`config.mk`:
```
export PLATFORM = sky130hd
export DESIGN_NAME = rv_decoder_top
export DESIGN_NICKNAME = d
export VERILOG_FILES = /design/src/rv_decode_pkg.sv /design/src/base_decoder.sv /design/src/compressed_decoder.sv /design/src/decode_result.sv /design/src/rv_decoder_top.sv
export VERILOG_INCLUDE_DIRS = /design/src /design/src/src
export SDC_FILE = /design/constraint.sdc
export NUM_CORES = 1
export LEC_CHECK = 0
export BUFFER_PORTS_ARGS = -buffer_cell sky130_fd_sc_hd__buf_2
export CAP_MARGIN = 10
export CORE_AREA = 2 2 95 97
export CTS_CLUSTER_DIAMETER = 50
export DETAILED_ROUTE_END_ITERATION = 6
export DIE_AREA = 0 0 97 99
export PLACE_DENSITY = 0.9
export SYNTH_ARGS = -nofsm -noshare
export SYNTH_HDL_FRONTEND = slang
export SYNTH_SLANG_ARGS = --single-unit
```
`constraint.sdc`:
```
create_clock -name clk -period 7.1 [get_ports clk]
set_clock_uncertainty 0.15 [all_clocks]
set_input_delay 1.42 -clock clk [delete_from_list [all_inputs] [get_ports clk]]
set_output_delay 1.42 -clock clk [all_outputs]
set_load 0.01 [all_outputs]
```
`src/rv_decode_defines.svh`:
```
`ifndef RV_DECODE_DEFINES_SVH
`define RV_DECODE_DEFINES_SVH

// ********************
// widths
// ********************

`define RV_XLEN   32    // instruction and data width.
`define RV_REG_W  5     // register index.
`define RV_OP_W   5     // decoded operation code.

// ********************
// major opcodes
// ********************

`define RV_OPC_LUI     7'b0110111
`define RV_OPC_AUIPC   7'b0010111
`define RV_OPC_JAL     7'b1101111
`define RV_OPC_JALR    7'b1100111
`define RV_OPC_BRANCH  7'b1100011
`define RV_OPC_LOAD    7'b0000011
`define RV_OPC_STORE   7'b0100011
`define RV_OPC_OPIMM   7'b0010011
`define RV_OPC_OP      7'b0110011

// ********************
// compressed
// ********************

`define RV_QUAD_C1       2'b01   // quadrant 1 in bits 1:0.
`define RV_RVC_REG_BASE  5'd8    // x8, first register reachable by 3-bit fields.

`endif

```
`src/rv_decode_pkg.sv`:
```
`default_nettype none

`include "rv_decode_defines.svh"

package rv_decode_pkg;

    typedef logic [`RV_XLEN-1:0]  word_t;
    typedef logic [`RV_REG_W-1:0] reg_idx_t;

    // encoding order kept from the original decoder.
    typedef enum logic [`RV_OP_W-1:0] {
        op_add = 5'd0,
        op_and,
        op_or,
        op_sll,
        op_srl,
        op_slt,
        op_sltu,
        op_sra,
        op_sub,
        op_xor,
        op_beq,
        op_bge,
        op_bne,
        op_bgeu,
        op_lui,
        op_auipc,
        op_jal,
        op_jalr,
        op_lb,
        op_lh,
        op_lw,
        op_lbu,
        op_lhu,
        op_sb,
        op_sh,
        op_sw,
        op_blt,
        op_bltu,
        op_jal_c,       // jump, link is pc + 2.
        op_invalid = '1
    } op_e;

    typedef enum logic [1:0] {
        st_idle,
        st_decode,
        st_done
    } hs_state_e;

    typedef struct packed {
        op_e      op;
        reg_idx_t rs1;
        reg_idx_t rs2;
        reg_idx_t rd;
        word_t    imm;
        logic     has_imm;
    } dec_fields_t;

endpackage

`default_nettype wire

```
`src/base_decoder.sv`:
```
`timescale 1ns/1ps
`default_nettype none

`include "rv_decode_defines.svh"

module base_decoder (
    input  rv_decode_pkg::word_t       instr_q,
    output rv_decode_pkg::dec_fields_t base_fields
);

    logic [2:0]                 funct3;
    logic                       alt;
    rv_decode_pkg::word_t       imm_i;
    rv_decode_pkg::word_t       imm_s;
    rv_decode_pkg::word_t       imm_b;
    rv_decode_pkg::word_t       imm_u;
    rv_decode_pkg::word_t       imm_j;
    rv_decode_pkg::word_t       shamt;
    rv_decode_pkg::dec_fields_t f;

    assign funct3 = instr_q[14:12];
    assign alt    = instr_q[30];    // sub / sra select.

    // ********************
    // immediate formats.
    // ********************
    assign imm_i = {{20{instr_q[31]}}, instr_q[31:20]};
    assign imm_s = {{20{instr_q[31]}}, instr_q[31:25], instr_q[11:7]};
    assign imm_b = {{19{instr_q[31]}}, instr_q[31], instr_q[7], instr_q[30:25],
                    instr_q[11:8], 1'b0};
    assign imm_u = {instr_q[31:12], 12'b0};
    assign imm_j = {{11{instr_q[31]}}, instr_q[31], instr_q[19:12], instr_q[20],
                    instr_q[30:21], 1'b0};
    assign shamt = {27'b0, instr_q[24:20]};

    always_comb begin
        f    = '0;
        f.op = rv_decode_pkg::op_invalid;
        case (instr_q[6:0])
            `RV_OPC_LUI, `RV_OPC_AUIPC: begin
                f.op      = (instr_q[5]) ? rv_decode_pkg::op_lui : rv_decode_pkg::op_auipc;
                f.rd      = instr_q[11:7];
                f.imm     = imm_u;
                f.has_imm = 1'b1;
            end
            `RV_OPC_JAL: begin
                f.op      = rv_decode_pkg::op_jal;
                f.rd      = instr_q[11:7];
                f.imm     = imm_j;
                f.has_imm = 1'b1;
            end
            `RV_OPC_JALR: begin
                f.op      = rv_decode_pkg::op_jalr;
                f.rd      = instr_q[11:7];
                f.rs1     = instr_q[19:15];
                f.imm     = imm_i;
                f.has_imm = 1'b1;
            end
            `RV_OPC_BRANCH: begin
                case (funct3)
                    3'b000:  f.op = rv_decode_pkg::op_beq;
                    3'b001:  f.op = rv_decode_pkg::op_bne;
                    3'b100:  f.op = rv_decode_pkg::op_blt;
                    3'b101:  f.op = rv_decode_pkg::op_bge;
                    3'b110:  f.op = rv_decode_pkg::op_bltu;
                    3'b111:  f.op = rv_decode_pkg::op_bgeu;
                    default: f.op = rv_decode_pkg::op_invalid;
                endcase
                f.rs1     = instr_q[19:15];
                f.rs2     = instr_q[24:20];
                f.imm     = imm_b;
                f.has_imm = 1'b1;
            end
            `RV_OPC_LOAD: begin
                case (funct3)
                    3'b000:  f.op = rv_decode_pkg::op_lb;
                    3'b001:  f.op = rv_decode_pkg::op_lh;
                    3'b010:  f.op = rv_decode_pkg::op_lw;
                    3'b100:  f.op = rv_decode_pkg::op_lbu;
                    3'b101:  f.op = rv_decode_pkg::op_lhu;
                    default: f.op = rv_decode_pkg::op_invalid;
                endcase
                f.rd      = instr_q[11:7];
                f.rs1     = instr_q[19:15];
                f.imm     = imm_i;
                f.has_imm = 1'b1;
            end
            `RV_OPC_STORE: begin
                case (funct3)
                    3'b000:  f.op = rv_decode_pkg::op_sb;
                    3'b001:  f.op = rv_decode_pkg::op_sh;
                    3'b010:  f.op = rv_decode_pkg::op_sw;
                    default: f.op = rv_decode_pkg::op_invalid;
                endcase
                f.rs1     = instr_q[19:15];
                f.rs2     = instr_q[24:20];
                f.imm     = imm_s;
                f.has_imm = 1'b1;
            end
            `RV_OPC_OPIMM, `RV_OPC_OP: begin
                case (funct3)
                    3'b000:  f.op = (alt && instr_q[5]) ? rv_decode_pkg::op_sub
                                                        : rv_decode_pkg::op_add;
                    3'b001:  f.op = rv_decode_pkg::op_sll;
                    3'b010:  f.op = rv_decode_pkg::op_slt;
                    3'b011:  f.op = rv_decode_pkg::op_sltu;
                    3'b100:  f.op = rv_decode_pkg::op_xor;
                    3'b101:  f.op = (alt) ? rv_decode_pkg::op_sra : rv_decode_pkg::op_srl;
                    3'b110:  f.op = rv_decode_pkg::op_or;
                    default: f.op = rv_decode_pkg::op_and;
                endcase
                f.rd  = instr_q[11:7];
                f.rs1 = instr_q[19:15];
                if (instr_q[5]) begin   // register form.
                    f.rs2 = instr_q[24:20];
                end else begin
                    f.imm     = (funct3[1:0] == 2'b01) ? shamt : imm_i;
                    f.has_imm = 1'b1;
                end
            end
            default: f.op = rv_decode_pkg::op_invalid;
        endcase
        // anything unrecognised comes out clean.
        if (f.op == rv_decode_pkg::op_invalid) begin
            f    = '0;
            f.op = rv_decode_pkg::op_invalid;
        end
    end

    assign base_fields = f;

endmodule

`default_nettype wire

```
`src/compressed_decoder.sv`:
```
`timescale 1ns/1ps
`default_nettype none

`include "rv_decode_defines.svh"

module compressed_decoder (
    input  rv_decode_pkg::word_t       instr_q,
    output rv_decode_pkg::dec_fields_t c_fields
);

    rv_decode_pkg::reg_idx_t    rd_c;
    rv_decode_pkg::reg_idx_t    rd_p;
    rv_decode_pkg::reg_idx_t    rs2_p;
    rv_decode_pkg::word_t       imm_ci;
    rv_decode_pkg::word_t       imm_cj;
    rv_decode_pkg::word_t       imm_cb;
    rv_decode_pkg::word_t       imm_16sp;
    rv_decode_pkg::word_t       imm_lui;
    rv_decode_pkg::word_t       shamt;
    rv_decode_pkg::dec_fields_t f;

    assign rd_c  = instr_q[11:7];
    assign rd_p  = `RV_RVC_REG_BASE + {2'b00, instr_q[9:7]};
    assign rs2_p = `RV_RVC_REG_BASE + {2'b00, instr_q[4:2]};

    // ********************
    // rvc immediates.
    // ********************
    assign imm_ci   = {{27{instr_q[12]}}, instr_q[6:2]};
    assign imm_cj   = {{21{instr_q[12]}}, instr_q[8], instr_q[10:9], instr_q[6], instr_q[7],
                       instr_q[2], instr_q[11], instr_q[5:3], 1'b0};
    assign imm_cb   = {{24{instr_q[12]}}, instr_q[6:5], instr_q[2], instr_q[11:10],
                       instr_q[4:3], 1'b0};
    assign imm_16sp = {{23{instr_q[12]}}, instr_q[4:3], instr_q[5], instr_q[2], instr_q[6],
                       4'b0};
    assign imm_lui  = {{15{instr_q[12]}}, instr_q[6:2], 12'b0};
    assign shamt    = {26'b0, instr_q[12], instr_q[6:2]};

    always_comb begin
        f    = '0;
        f.op = rv_decode_pkg::op_invalid;
        if (instr_q[1:0] == `RV_QUAD_C1) begin
            f.has_imm = 1'b1;
            case (instr_q[15:13])
                3'b000: begin           // c.addi
                    f.op  = rv_decode_pkg::op_add;
                    f.rd  = rd_c;
                    f.rs1 = rd_c;
                    f.imm = imm_ci;
                end
                3'b001, 3'b101: begin   // c.jal links x1, c.j does not.
                    f.op  = rv_decode_pkg::op_jal_c;
                    f.rd  = (instr_q[15]) ? 5'd0 : 5'd1;
                    f.imm = imm_cj;
                end
                3'b010: begin           // c.li
                    f.op  = rv_decode_pkg::op_add;
                    f.rd  = rd_c;
                    f.imm = imm_ci;
                end
                3'b011: begin
                    if (rd_c == 5'd2) begin
                        f.op  = rv_decode_pkg::op_add;
                        f.rd  = 5'd2;
                        f.rs1 = 5'd2;
                        f.imm = imm_16sp;
                    end else begin
                        f.op  = rv_decode_pkg::op_lui;
                        f.rd  = rd_c;
                        f.imm = imm_lui;
                    end
                end
                3'b100: begin
                    f.rd  = rd_p;
                    f.rs1 = rd_p;
                    case (instr_q[11:10])
                        2'b00: begin
                            f.op  = rv_decode_pkg::op_srl;
                            f.imm = shamt;
                        end
                        2'b01: begin
                            f.op  = rv_decode_pkg::op_sra;
                            f.imm = shamt;
                        end
                        2'b10: begin
                            f.op  = rv_decode_pkg::op_and;
                            f.imm = imm_ci;
                        end
                        default: begin  // register-register group.
                            f.rs2     = rs2_p;
                            f.has_imm = 1'b0;
                            case (instr_q[6:5])
                                2'b00:   f.op = rv_decode_pkg::op_sub;
                                2'b01:   f.op = rv_decode_pkg::op_xor;
                                2'b10:   f.op = rv_decode_pkg::op_or;
                                default: f.op = rv_decode_pkg::op_and;
                            endcase
                        end
                    endcase
                end
                default: begin          // c.beqz / c.bnez.
                    f.op  = (instr_q[13]) ? rv_decode_pkg::op_bne : rv_decode_pkg::op_beq;
                    f.rs1 = rd_p;
                    f.imm = imm_cb;
                end
            endcase
        end
    end

    assign c_fields = f;

endmodule

`default_nettype wire

```
`src/decode_result.sv`:
```
`timescale 1ns/1ps
`default_nettype none

module decode_result (
    input  logic                       clk,
    input  logic                       rst,
    input  logic                       req,
    input  rv_decode_pkg::word_t       instr,
    input  rv_decode_pkg::dec_fields_t base_fields,
    input  rv_decode_pkg::dec_fields_t c_fields,
    output rv_decode_pkg::word_t       instr_q,
    output logic                       ack,
    output rv_decode_pkg::dec_fields_t fields
);

    rv_decode_pkg::hs_state_e   state;
    rv_decode_pkg::dec_fields_t sel_fields;

    // low bits 11 mean a full-width word.
    assign sel_fields = (instr_q[1:0] == 2'b11) ? base_fields : c_fields;
    assign ack        = (state == rv_decode_pkg::st_done);

    always_ff @(posedge clk) begin
        if (state == rv_decode_pkg::st_idle && req) begin
            instr_q <= instr;
        end
    end

    // ********************
    // req/ack handshake.
    // ********************
    always_ff @(posedge clk) begin
        if (!rst) begin
            state  <= rv_decode_pkg::st_idle;
            fields <= '{op: rv_decode_pkg::op_invalid, default: '0};
        end else begin
            case (state)
                rv_decode_pkg::st_idle: begin
                    if (req) begin
                        state <= rv_decode_pkg::st_decode;
                    end
                end
                rv_decode_pkg::st_decode: begin
                    fields <= sel_fields;   // held until the next decode.
                    state  <= rv_decode_pkg::st_done;
                end
                rv_decode_pkg::st_done: begin
                    if (!req) begin
                        state <= rv_decode_pkg::st_idle;
                    end
                end
                default: state <= rv_decode_pkg::st_idle;
            endcase
        end
    end

endmodule

`default_nettype wire

```
`src/rv_decoder_top.sv`:
```
`timescale 1ns/1ps
`default_nettype none

module rv_decoder_top (
    input  logic                       clk,
    input  logic                       rst,
    input  logic                       req,
    input  rv_decode_pkg::word_t       instr,
    output logic                       ack,
    output rv_decode_pkg::dec_fields_t fields
);

    rv_decode_pkg::word_t       instr_q;
    rv_decode_pkg::dec_fields_t base_fields;
    rv_decode_pkg::dec_fields_t c_fields;

    decode_result decode_result_i (
        .clk         (clk),
        .rst         (rst),
        .req         (req),
        .instr       (instr),
        .base_fields (base_fields),
        .c_fields    (c_fields),
        .instr_q     (instr_q),
        .ack         (ack),
        .fields      (fields)
    );

    base_decoder base_decoder_i (
        .instr_q     (instr_q),
        .base_fields (base_fields)
    );

    compressed_decoder compressed_decoder_i (
        .instr_q  (instr_q),
        .c_fields (c_fields)
    );

endmodule

`default_nettype wire

```
==> flow_metrics.py, run 1 <==
metrics = {
    "run_status": {
        "outcome": "finished clean",
    },
    "setup_path": {
        "critPathArrivalTime_ns": 3.27,
        "critPathKind": "reg2reg",
        "crit_path_end_kind": "flop",
        "critPathLaunchType": "flop",
        "critPathRequiredTime_ns": 7.17,
        "path_max_fanout": 22,
    },
    "global_route": {
        "top_usage_layer": "met2",
        "first_global_vias": 4256,
        "met1_usage_pct": 40.5,
        "gr-usage-all-layers_pct": 29.0,
        "grt_max_degree": 65,
        "grt_antenna_before_repair": 0,
        "grtUsageMet2_pct": 45.2,
        "grt_pass1_wl_um": 22200,
        "gr-total-overflow": 0,
        "grt_use_met3_pct": 4.47,
    },
    "yosys": {
        "synth_flop_cell": "dfxtp_1",
        "synth-seq-area-share_pct": 44.4,
        "synth_nets": 556,
        "syn_inst": 517,
        "syn_area_mm2": 0.00465,
        "synth_edf_count": 32,
        "synth_cell_type_count": 70,
        "yosys_warnings": 0,
        "synth-seq-cells": 87,
        "avgSynthCellArea_um2": 8.99,
        "async_flop_share_pct": 0,
    },
    "pwr": {
        "p_sw_share_pct": 32.7,
        "powerDensity_mw_per_mm2": 214,
        "combPwrFrac_pct": 16.0,
        "p_int_mw": 0.759,
        "seqPwrFrac_pct": 52.8,
        "leakagePower_nw": 1.99,
        "clkPwrFrac_pct": 31.2,
        "peakVddDrop_mv": 0.125,
        "power_mw": 1.13,
        "switchingPower_mw": 0.369,
    },
    "floorplanning": {
        "ioPinCount": 89,
        "fp.dieArea_mm2": 0.00960,
        "die_y_um": 99,
        "coreArea_mm2": 0.00855,
        "die_w_um": 97,
        "num_rows": 34,
        "start_util_pct": 54.3,
    },
    "finish": {
        "antenna_cells": 0,
        "mostFrequentLayoutCell": "buf_2",
        "syn2layout_area_growth_pct": 13.5,
        "layout_common_cells": "88 x buf_2, 63 x a21oi_1, 55 x dfxtp_1",
        "drive_gt1_share_pct": 24.3,
        "finish.utilization_pct": 61.7,
        "fillers": 727,
        "nets": 615,
        "design_area_mm2": 0.00528,
    },
    "clock_tree": {
        "cts_setup_buffers": 0,
        "cts_buffer_depth": 2,
        "h-tree-depth": 3,
        "cts_buffers": 9,
        "root_buffer": "clkbuf_8",
        "path_clk_slew_ns": 0.10,
        "postCtsResizedCells": 0,
        "insertion_delay_ns": 0.37,
        "hold_buffers": 0,
        "cts_sinks": 87,
        "cts_tree": "yes",
    },
    "routing": {
        "drt_pass1_iterations": 5,
        "first_iter_violations": 518,
        "wl_um": 13900,
        "drt.antenna.violating_nets": 0,
        "routed_via_density": 6.55,
        "post_drt_wl_per_cell_um": 20.2,
        "routed-via-count": 4516,
        "drc": 0,
    },
    "placed_design": {
        "placed_area_mm2": 0.00507,
        "dpl.hpwl_um": 9610,
        "gp_congestion": 1.02,
        "io_buffers": 88,
    },
    "sta": {
        "rsz0062_at_grt": "no",
        "hold_viol": 0,
        "fin_hold_ws_ns": 0.324,
        "setup_viol": 0,
        "period_share_pct": 45.1,
        "fin_setup_tns_ns": 0,
        "period_needed_ns": 3.20,
        "slew_viol_final": 0,
        "fmax_mhz": 312,
        "slew-limit-headroom_pct": 28.2,
        "tightest_slew_ns": 1.07,
    },
    "run": {
        "drv_cap": 0,
    },
    "min_path": {
        "min_path_type": "reg2reg",
    },
}
## worst max-delay path: stages, from the launching register on
cell and delay [ns]:
edfxtp_1 0.78, nor2b_1 0.57, a2111oi_0 0.16, o21ai_1 0.32
nand2_4 0.21, o31ai_4 0.70, nor3_1 0.16
## power groups by stage
stage	Clock, mW	Combinational (mW)	Sequential [mW]
after detailed placement	0	0.177	0.605
after global routing	0.374	0.197	0.601
final	0.351	0.181	0.596
after CTS	0.352	0.178	0.594
after global placement	0	0.174	0.605
after floorplan	0	0.124	0.592
## stage by stage
| step | worst slack [ns] | instances |
|---|---|---|
| after floorplan | 2.66 | 517 |
| after global placement | 4.01 | 673 |
| after detailed placement | 4.00 | 673 |
| after CTS | 3.97 | 689 |
| after global routing | 3.71 | 689 |
| final | 3.90 | 689 |
## cell usage after synthesis (9+ instances only)
cell      count  area [um^2]
inv_1        11         41.3
nand2b_1     10         62.6
o32ai_1       9         78.8
edfxtp_1     32          961
o21ai_0      44          220
clkbuf_1     32          120
dfxtp_1      55         1100
nand2_1      35          131
a21oi_1      63          315
nor3_1       12         60.1
nor2_1       37          139
nand3_1      16         80.1
a211oi_2     11          138
nor2b_1       9         56.3
o211ai_1     17          128
## final timing paths
| check | from | slack (ns) | endpoint | cells past startpoint |
|---|---|---|---|---|
| setup / recovery | decode_result_i.instr_q[13] | 3.90 | decode_result_i.fields[19] | 6 |
| hold / removal | decode_result_i.fields[48] | 0.32 | decode_result_i.fields[48] | 2 |
| setup reg to reg | decode_result_i.instr_q[13] | 3.90 | decode_result_i.fields[19] | 6 |
| hold reg to reg | decode_result_i.fields[48] | 0.32 | decode_result_i.fields[48] | 2 |
## cell families (layout without fill, tap and decap cells)
logic type	count (synthesis)	count (layout)	synth area share [%]
and+or+nand+nor	151	151	17.3
AOI/OAI and AO/OA	216	216	31.4
adders and majority gates	4	4	1.08
buffers and inverters	56	120	5.17
muxes	3	3	0.646
DFF	87	87	44.4
## cell type report
type / instances / area (um^2) / area share, %
inverter: 11 / 41.3 / 0.783
clock buffer: 9 / 124 / 2.35
timing repair buffer: 93 / 478 / 9.06
sequential: 87 / 2060 / 39.1
multi-input combinational: 374 / 2360 / 44.7
clock inverter: 7 / 77.6 / 1.47
tap: 108 / 135 / 2.56
## state kept, by name, indices dropped and copies added (netlist names)
| signal | cells |
|---|---|
| decode_result_i.state | 2 |
| decode_result_i.instr_q | 32 |
| decode_result_i.fields | 53 |
## routing by layer
| metal | vias up | part of all wire (%) |
|---|---|---|
| met3 | 34 | 8.9 |
| met2 | 260 | 46 |
| met5 | - | 0 |
| met1 | 2150 | 42 |
| li1 | 2072 | - |
| met4 | 0 | 2.4 |
(Power assumes the default switching activity.)
==> inputs of run 2 (changes only) <==
ABC_AREA = 1   (was default)
PLACE_DENSITY = 0.89   (was 0.9)
clock period = 3.3 ns   (was 7.1 ns; I/O delays follow)
==> run 2 against run 1 <==
Compared with the run above:
- via count rose by 7.6%
- worst setup slack got worse by 3.3 ns
- sequential share of layout area fell by 0.51 points
- total power rose by 120%
- synthesized area fell by 0.32%
- critical path type unchanged
- critical endpoint is now decode_result_i.fields[26]
==> flow_metrics.py, run 2 <==
metrics = {
    "run_status": {
        "outcome": "finished clean",
    },
    "finish": {
        "nets": 754,
        "largestRegisters": "decode_result_i.fields x53, decode_result_i.instr_q x32, decode_result_i.state x2",
        "syn2layout_area_growth_pct": 15.4,
        "drive_gt1_share_pct": 19.6,
        "mostFrequentLayoutCell": "nand2_1",
        "top_register": "decode_result_i.fields",
        "finish.utilization_pct": 62.5,
        "largest_reg_flops": 53,
        "fillers": 766,
        "layout_common_cells": "159 x nand2_1, 92 x a21oi_1, 88 x buf_2",
        "antenna_cells": 0,
    },
    "yosys": {
        "synth-seq-cells": 87,
        "netlist.area_leader.share_pct": 23.8,
        "syn_area_mm2": 0.00463,
        "synth_area_leaders": "dfxtp_1 24%, edfxtp_1 21%, nand2_1 13%",
        "synth_flop_cell": "dfxtp_1",
        "yosysMostFrequentCell": "nand2_1",
        "synth_edf_count": 32,
        "synth_cell_type_count": 37,
        "synth_top_cell_by_area": "dfxtp_1",
        "syn_inst": 637,
        "synth_nets": 676,
        "synth.top_cells.by_count": "159 x nand2_1, 92 x a21oi_1, 81 x o21ai_0",
        "synth-seq-area-share_pct": 44.5,
        "async_flop_share_pct": 0,
        "yosys_warnings": 0,
        "avgSynthCellArea_um2": 7.27,
    },
    "sta": {
        "period_needed_ns": 2.67,
        "setup_viol": 0,
        "slew_viol_final": 0,
        "period_share_pct": 81.0,
        "rsz0062_at_grt": "no",
        "hold_viol": 0,
        "fmax_mhz": 374,
        "tightest_slew_ns": 0.817,
        "slew-limit-headroom_pct": 45.2,
        "fin_setup_tns_ns": 0,
    },
    "routing": {
        "first_iter_violations": 420,
        "wl_um": 14100,
        "drt_pass1_iterations": 6,
        "drt.antenna.violating_nets": 0,
        "routed_via_density": 5.87,
        "post_drt_wl_per_cell_um": 17.0,
        "drc": 0,
        "routed-via-count": 4857,
    },
    "pwr": {
        "powerDensity_mw_per_mm2": 455,
        "switchingPower_mw": 0.752,
        "peakVddDrop_mv": 0.245,
        "power_mw": 2.43,
        "clkPwrFrac_pct": 31.7,
        "seqPwrFrac_pct": 51.6,
        "p_int_mw": 1.68,
        "leakagePower_nw": 2.42,
        "p_sw_share_pct": 30.9,
        "combPwrFrac_pct": 16.6,
    },
    "floorplanning": {
        "start_util_pct": 54.2,
        "fp.dieArea_mm2": 0.00960,
        "die_y_um": 99,
        "die_w_um": 97,
        "coreArea_mm2": 0.00855,
        "ioPinCount": 89,
        "num_rows": 34,
    },
    "clock_tree": {
        "cts_setup_buffers": 0,
        "path_clk_slew_ns": 0.10,
        "root_buffer": "clkbuf_8",
        "h-tree-depth": 3,
        "cts_sinks": 87,
        "insertion_delay_ns": 0.37,
        "cts_buffer_depth": 2,
        "postCtsResizedCells": 0,
        "hold_buffers": 0,
        "cts_tree": "yes",
        "cts_buffers": 9,
    },
    "setup_path": {
        "critical_path.top_delay_family": "simple AND/OR/NAND/NOR gates",
        "critPathLaunchType": "flop",
        "critPathKind": "reg2reg",
        "cpMostUsedCell": "nand2_1",
        "crit_path_max_incr_delay_ns": 0.57,
        "path_max_fanout": 48,
        "critPathSlowestCell": "edfxtp_1",
        "critPathRequiredTime_ns": 3.45,
        "critPathArrivalTime_ns": 2.83,
        "crit_chain": "inv_2, nand2_1, nor2_1, nand2_1, nand2_1, inv_2, nand2_8, nand3_2, nand2_1, inv_1, nand2_2, buf_4, nand2_1, a21oi_1",
        "crit_path_end_kind": "flop",
        "path_buf_inv": 4,
        "rrSetupSlack_ns": 0.63,
    },
    "global_route": {
        "grt_antenna_before_repair": 0,
        "gr-total-overflow": 0,
        "first_global_vias": 4618,
        "gr-usage-all-layers_pct": 29.5,
        "grt_pass1_wl_um": 22700,
        "grt_max_degree": 56,
    },
    "placed_design": {
        "dpl.hpwl_um": 10100,
        "gp_congestion": 1.01,
        "io_buffers": 88,
    },
    "run": {
        "drv_cap": 0,
    },
    "min_path": {
        "min_path_type": "in2reg",
    },
}
## run 2: cell count changes after synthesis, sizes merged, moves of 10 or more
cell	before	now
a211oi	17	1
nand2	36	166
o211ai	17	5
nor2	38	73
clkbuf	32	17
inv	11	53
nand2b	10	0
o21ai	52	83
a21oi	64	93
## run 2: cell families after synthesis
| kind of cell | synth area share [%] |
|---|---|
| flops | 44.5 |
| compound gates | 21.9 |
| fa+ha+maj | 1.08 |
| simple gates | 24.9 |
| buf+inv | 7.59 |
## run 2: worst paths after layout
kind | to | startpoint | cells after the start
setup / recovery | decode_result_i.fields[26] | decode_result_i.instr_q[3] | 14
hold / removal | decode_result_i.instr_q[22] | instr[22] | 1
setup reg to reg | decode_result_i.fields[26] | decode_result_i.instr_q[3] | 14
hold reg to reg | decode_result_i.fields[42] | decode_result_i.fields[42] | 2
## run 2: power groups by stage
stage / clock (mW) / sequential, mW / combinational [mW]
detailed placement: 0 / 1.28 / 0.396
floorplan: 0 / 1.27 / 0.250
global route: 0.816 / 1.27 / 0.445
finish: 0.773 / 1.26 / 0.405
global placement: 0 / 1.27 / 0.389
CTS: 0.776 / 1.25 / 0.398
## run 2: area by class of cell
class,count,area [um^2],area share (%)
Inverter,54,203,3.79
Tap cell,108,135,2.53
Multi-Input combinational cell,466,2230,41.8
Sequential cell,87,2060,38.6
Clock inverter,7,81.3,1.52
Timing Repair Buffer,97,508,9.50
Clock buffer,9,124,2.32
## run 2: metal layers
metal | share of wire [%] | up-vias | GRT usage (%)
li1 | - | 2290 | -
met4 | 2.9 | 0 | 13.2
met2 | 47 | 306 | 49.5
met5 | 0 | - | 0
met1 | 42 | 2207 | 38.2
met3 | 8.7 | 54 | 4.04
## run 2: through the flow
| stage | hold slack (ns) | area, um^2 | worst slack, ns | instances |
|---|---|---|---|---|
| final | 0.304 | 5350 | 0.627 | 828 |
| after global routing | 0.305 | 5350 | 0.451 | 828 |
| after CTS | 0.312 | 5350 | 0.685 | 828 |
| after detailed placement | 0.305 | 5140 | 0.717 | 812 |
| after global placement | 0.302 | 5140 | 0.763 | 812 |
| after floorplan | 0.314 | 4640 | 0.779 | 637 |
## run 2: worst register-to-register path, stage by stage, from the launching register on
cell	delay [ns]
edfxtp_1	0.57
inv_2	0.14
nand2_1	0.07
nor2_1	0.20
nand2_1	0.15
nand2_1	0.11
inv_2	0.12
nand2_8	0.14
nand3_2	0.09
nand2_1	0.07
inv_1	0.04
nand2_2	0.04
buf_4	0.40
nand2_1	0.15
a21oi_1	0.17
==> inputs of run 3 (changes only) <==
clock period = 2.5 ns   (was 3.3 ns; I/O delays follow)
==> run 3 against run 2 <==
Compared with the run above:
- the flow now finishes with violations (DRC)
- sequential share of layout area decreased by 0.56 points
- count of clock-buffer cells in the layout increased by 1
- fmax up 16%
- wire length about the same
- critical path depth fell by 2
- total power rose by 30%
- non-clock buffer count rose by 11
- first-iteration DRC count increased by 13%
- worst setup slack got worse by 0.43 ns
- critical path type unchanged
- critical endpoint is now decode_result_i.fields[3]
- largest cell class unchanged
- largest power group unchanged
- highest routed layer unchanged
==> flow_metrics.py, run 3 (synthesis gave the netlist of run 2 again) <==
metrics = {
    "run_status": {
        "outcome": "complete, but fails checks",
        "violations": "DRC",
    },
    "placed_design": {
        "dpl.hpwl_um": 10400,
        "dp_worst_setup_slack_ns": 0.151,
        "io_buffers": 88,
        "gp_congestion": 1.02,
    },
    "finish": {
        "layout_common_cells": "157 x nand2_1, 92 x a21oi_1, 88 x buf_2",
        "fillers": 757,
        "mostFrequentLayoutCell": "nand2_1",
        "largestRegisters": "decode_result_i.fields x53, decode_result_i.instr_q x32, decode_result_i.state x2",
        "top_register": "decode_result_i.fields",
        "antenna_cells": 0,
        "syn2layout_area_growth_pct": 17.1,
        "drive_gt1_share_pct": 21.2,
        "largest_reg_flops": 53,
        "nets": 765,
    },
    "routing": {
        "drt.antenna.violating_nets": 0,
        "top_layer_used": "met4",
        "wl_um": 14100,
        "routed-via-count": 4853,
        "met3_length_um": 1220,
        "m1WireLength_um": 5790,
        "first_iter_violations": 474,
        "drt_pass1_iterations": 7,
        "route.met2.wl_um": 6530,
        "drc": 2,
        "post_drt_wl_per_cell_um": 16.8,
        "routed_via_density": 5.78,
    },
    "sta": {
        "rsz0062_at_grt": "no",
        "fmax_mhz": 434,
        "slew-limit-headroom_pct": 61.9,
        "hold_viol": 0,
        "tightest_slew_ns": 0.569,
        "fin_setup_tns_ns": 0,
        "setup_ws_ns": 0.196,
        "setup_viol": 0,
        "period_needed_ns": 2.30,
        "slew_viol_final": 0,
        "period_share_pct": 92.2,
    },
    "setup_path": {
        "r2r_start": "decode_result_i.instr_q[13]",
        "critPathArrivalTime_ns": 2.45,
        "critPathLaunchType": "flop",
        "path_max_fanout": 48,
        "crit_path_end_kind": "flop",
        "r2r.worst_path.cells": 12,
        "r2r_end": "decode_result_i.fields[3]",
        "critPathRequiredTime_ns": 2.64,
        "rrSetupSlack_ns": 0.20,
        "critPathKind": "reg2reg",
    },
    "min_path": {
        "min_from": "instr[17]",
        "min_path_type": "in2reg",
        "whs_path_depth": 1,
        "hold_end": "decode_result_i.instr_q[17]",
    },
    "floorplanning": {
        "num_rows": 34,
        "ioPinCount": 89,
        "die_w_um": 97,
        "coreArea_mm2": 0.00855,
        "die_y_um": 99,
        "start_util_pct": 54.2,
        "fp.dieArea_mm2": 0.00960,
    },
    "clock_tree": {
        "cts_tree": "yes",
        "cts_sinks": 87,
        "root_buffer": "clkbuf_8",
        "cts_buffer_depth": 2,
        "cts_buffers": 9,
        "insertion_delay_ns": 0.37,
        "h-tree-depth": 3,
        "path_clk_slew_ns": 0.10,
    },
    "pwr": {
        "powerDensity_mw_per_mm2": 582,
        "peakVddDrop_mv": 0.392,
        "leakagePower_nw": 2.46,
    },
    "global_route": {
        "grt_max_degree": 56,
        "first_global_vias": 4481,
        "grt_antenna_before_repair": 0,
        "grt_pass1_wl_um": 22100,
        "gr-usage-all-layers_pct": 29.0,
        "gr-total-overflow": 0,
    },
    "run": {
        "drv_cap": 0,
    },
}
## run 3: cell count changes in the layout (fill, tap and decap cells not counted), moves of 2 or more
cell     change
nand2_2      +2
inv_8        +2
nand2_1      -2
buf_4       +10
## run 3: routing by layer
metal  vias up  track usage [%]
li1       2314                -
met1      2195             37.5
met2       296             47.3
met3        48             5.18
met4         0             14.1
met5         -                0
## run 3: area by class of cell
type	count	area (um^2)	area share, %
Clock inverter	6	52.6	0.969
Multi-Input combinational cell	466	2240	41.3
Tap cell	108	135	2.49
Inverter	54	203	3.74
Sequential cell	87	2060	38.0
Timing Repair Buffer	108	603	11.1
Clock buffer	10	128	2.35
## run 3: worst max-delay path by stage
stage	start	to	slack, ns	cells past startpoint
after CTS	decode_result_i.instr_q[3]	decode_result_i.fields[42]	0.13	14
final	decode_result_i.instr_q[13]	decode_result_i.fields[3]	0.20	12
after floorplan	req	decode_result_i.instr_q[0]	0.14	2
after global routing	decode_result_i.instr_q[13]	decode_result_i.fields[21]	0.02	13
after global placement	decode_result_i.instr_q[3]	decode_result_i.fields[4]	0.19	14
after detailed placement	decode_result_i.instr_q[3]	decode_result_i.fields[42]	0.15	14
## run 3: power breakdown
group          switching [mW]  total [mW]  internal [mW]  leakage [nW]
combinational           0.371       0.560          0.190          1.62
sequential             0.0741        1.65           1.57         0.757
clock                   0.566       0.946          0.379        0.0907
## run 3: critical path, stage by stage (launching register included)
cell and delay, ns:
edfxtp_1 0.57, nor2_4 0.34, nand2_1 0.12, nand2_1 0.08, nor2_1 0.04, nor2_1 0.10
nand3_1 0.11, nand3_1 0.09, nand2_1 0.07, nand2_2 0.09, buf_12 0.21, nand2_1 0.08
a21oi_1 0.15
## run 3: metrics by stage
step	std cells	area [um^2]	hold slack [ns]	power, mW	util [%]
3_3_place_gp	820	5210	0.299	2.21	61.0
4_1_cts	836	5390	0.140	3.15	63.1
2_1_floorplan	637	4640	0.314	2.01	-
3_5_place_dp	820	5210	0.302	2.22	61.0
5_1_grt	839	5420	0.128	3.28	63.4
6_report	839	5420	0.146	3.16	63.4
## run 3: timing repair
item | in CTS | in global routing
hold buffers | 0 | 0
resized for setup | 0 | 3
setup buffers | 0 | 3
endpoints found under the setup margin | 0 | 48
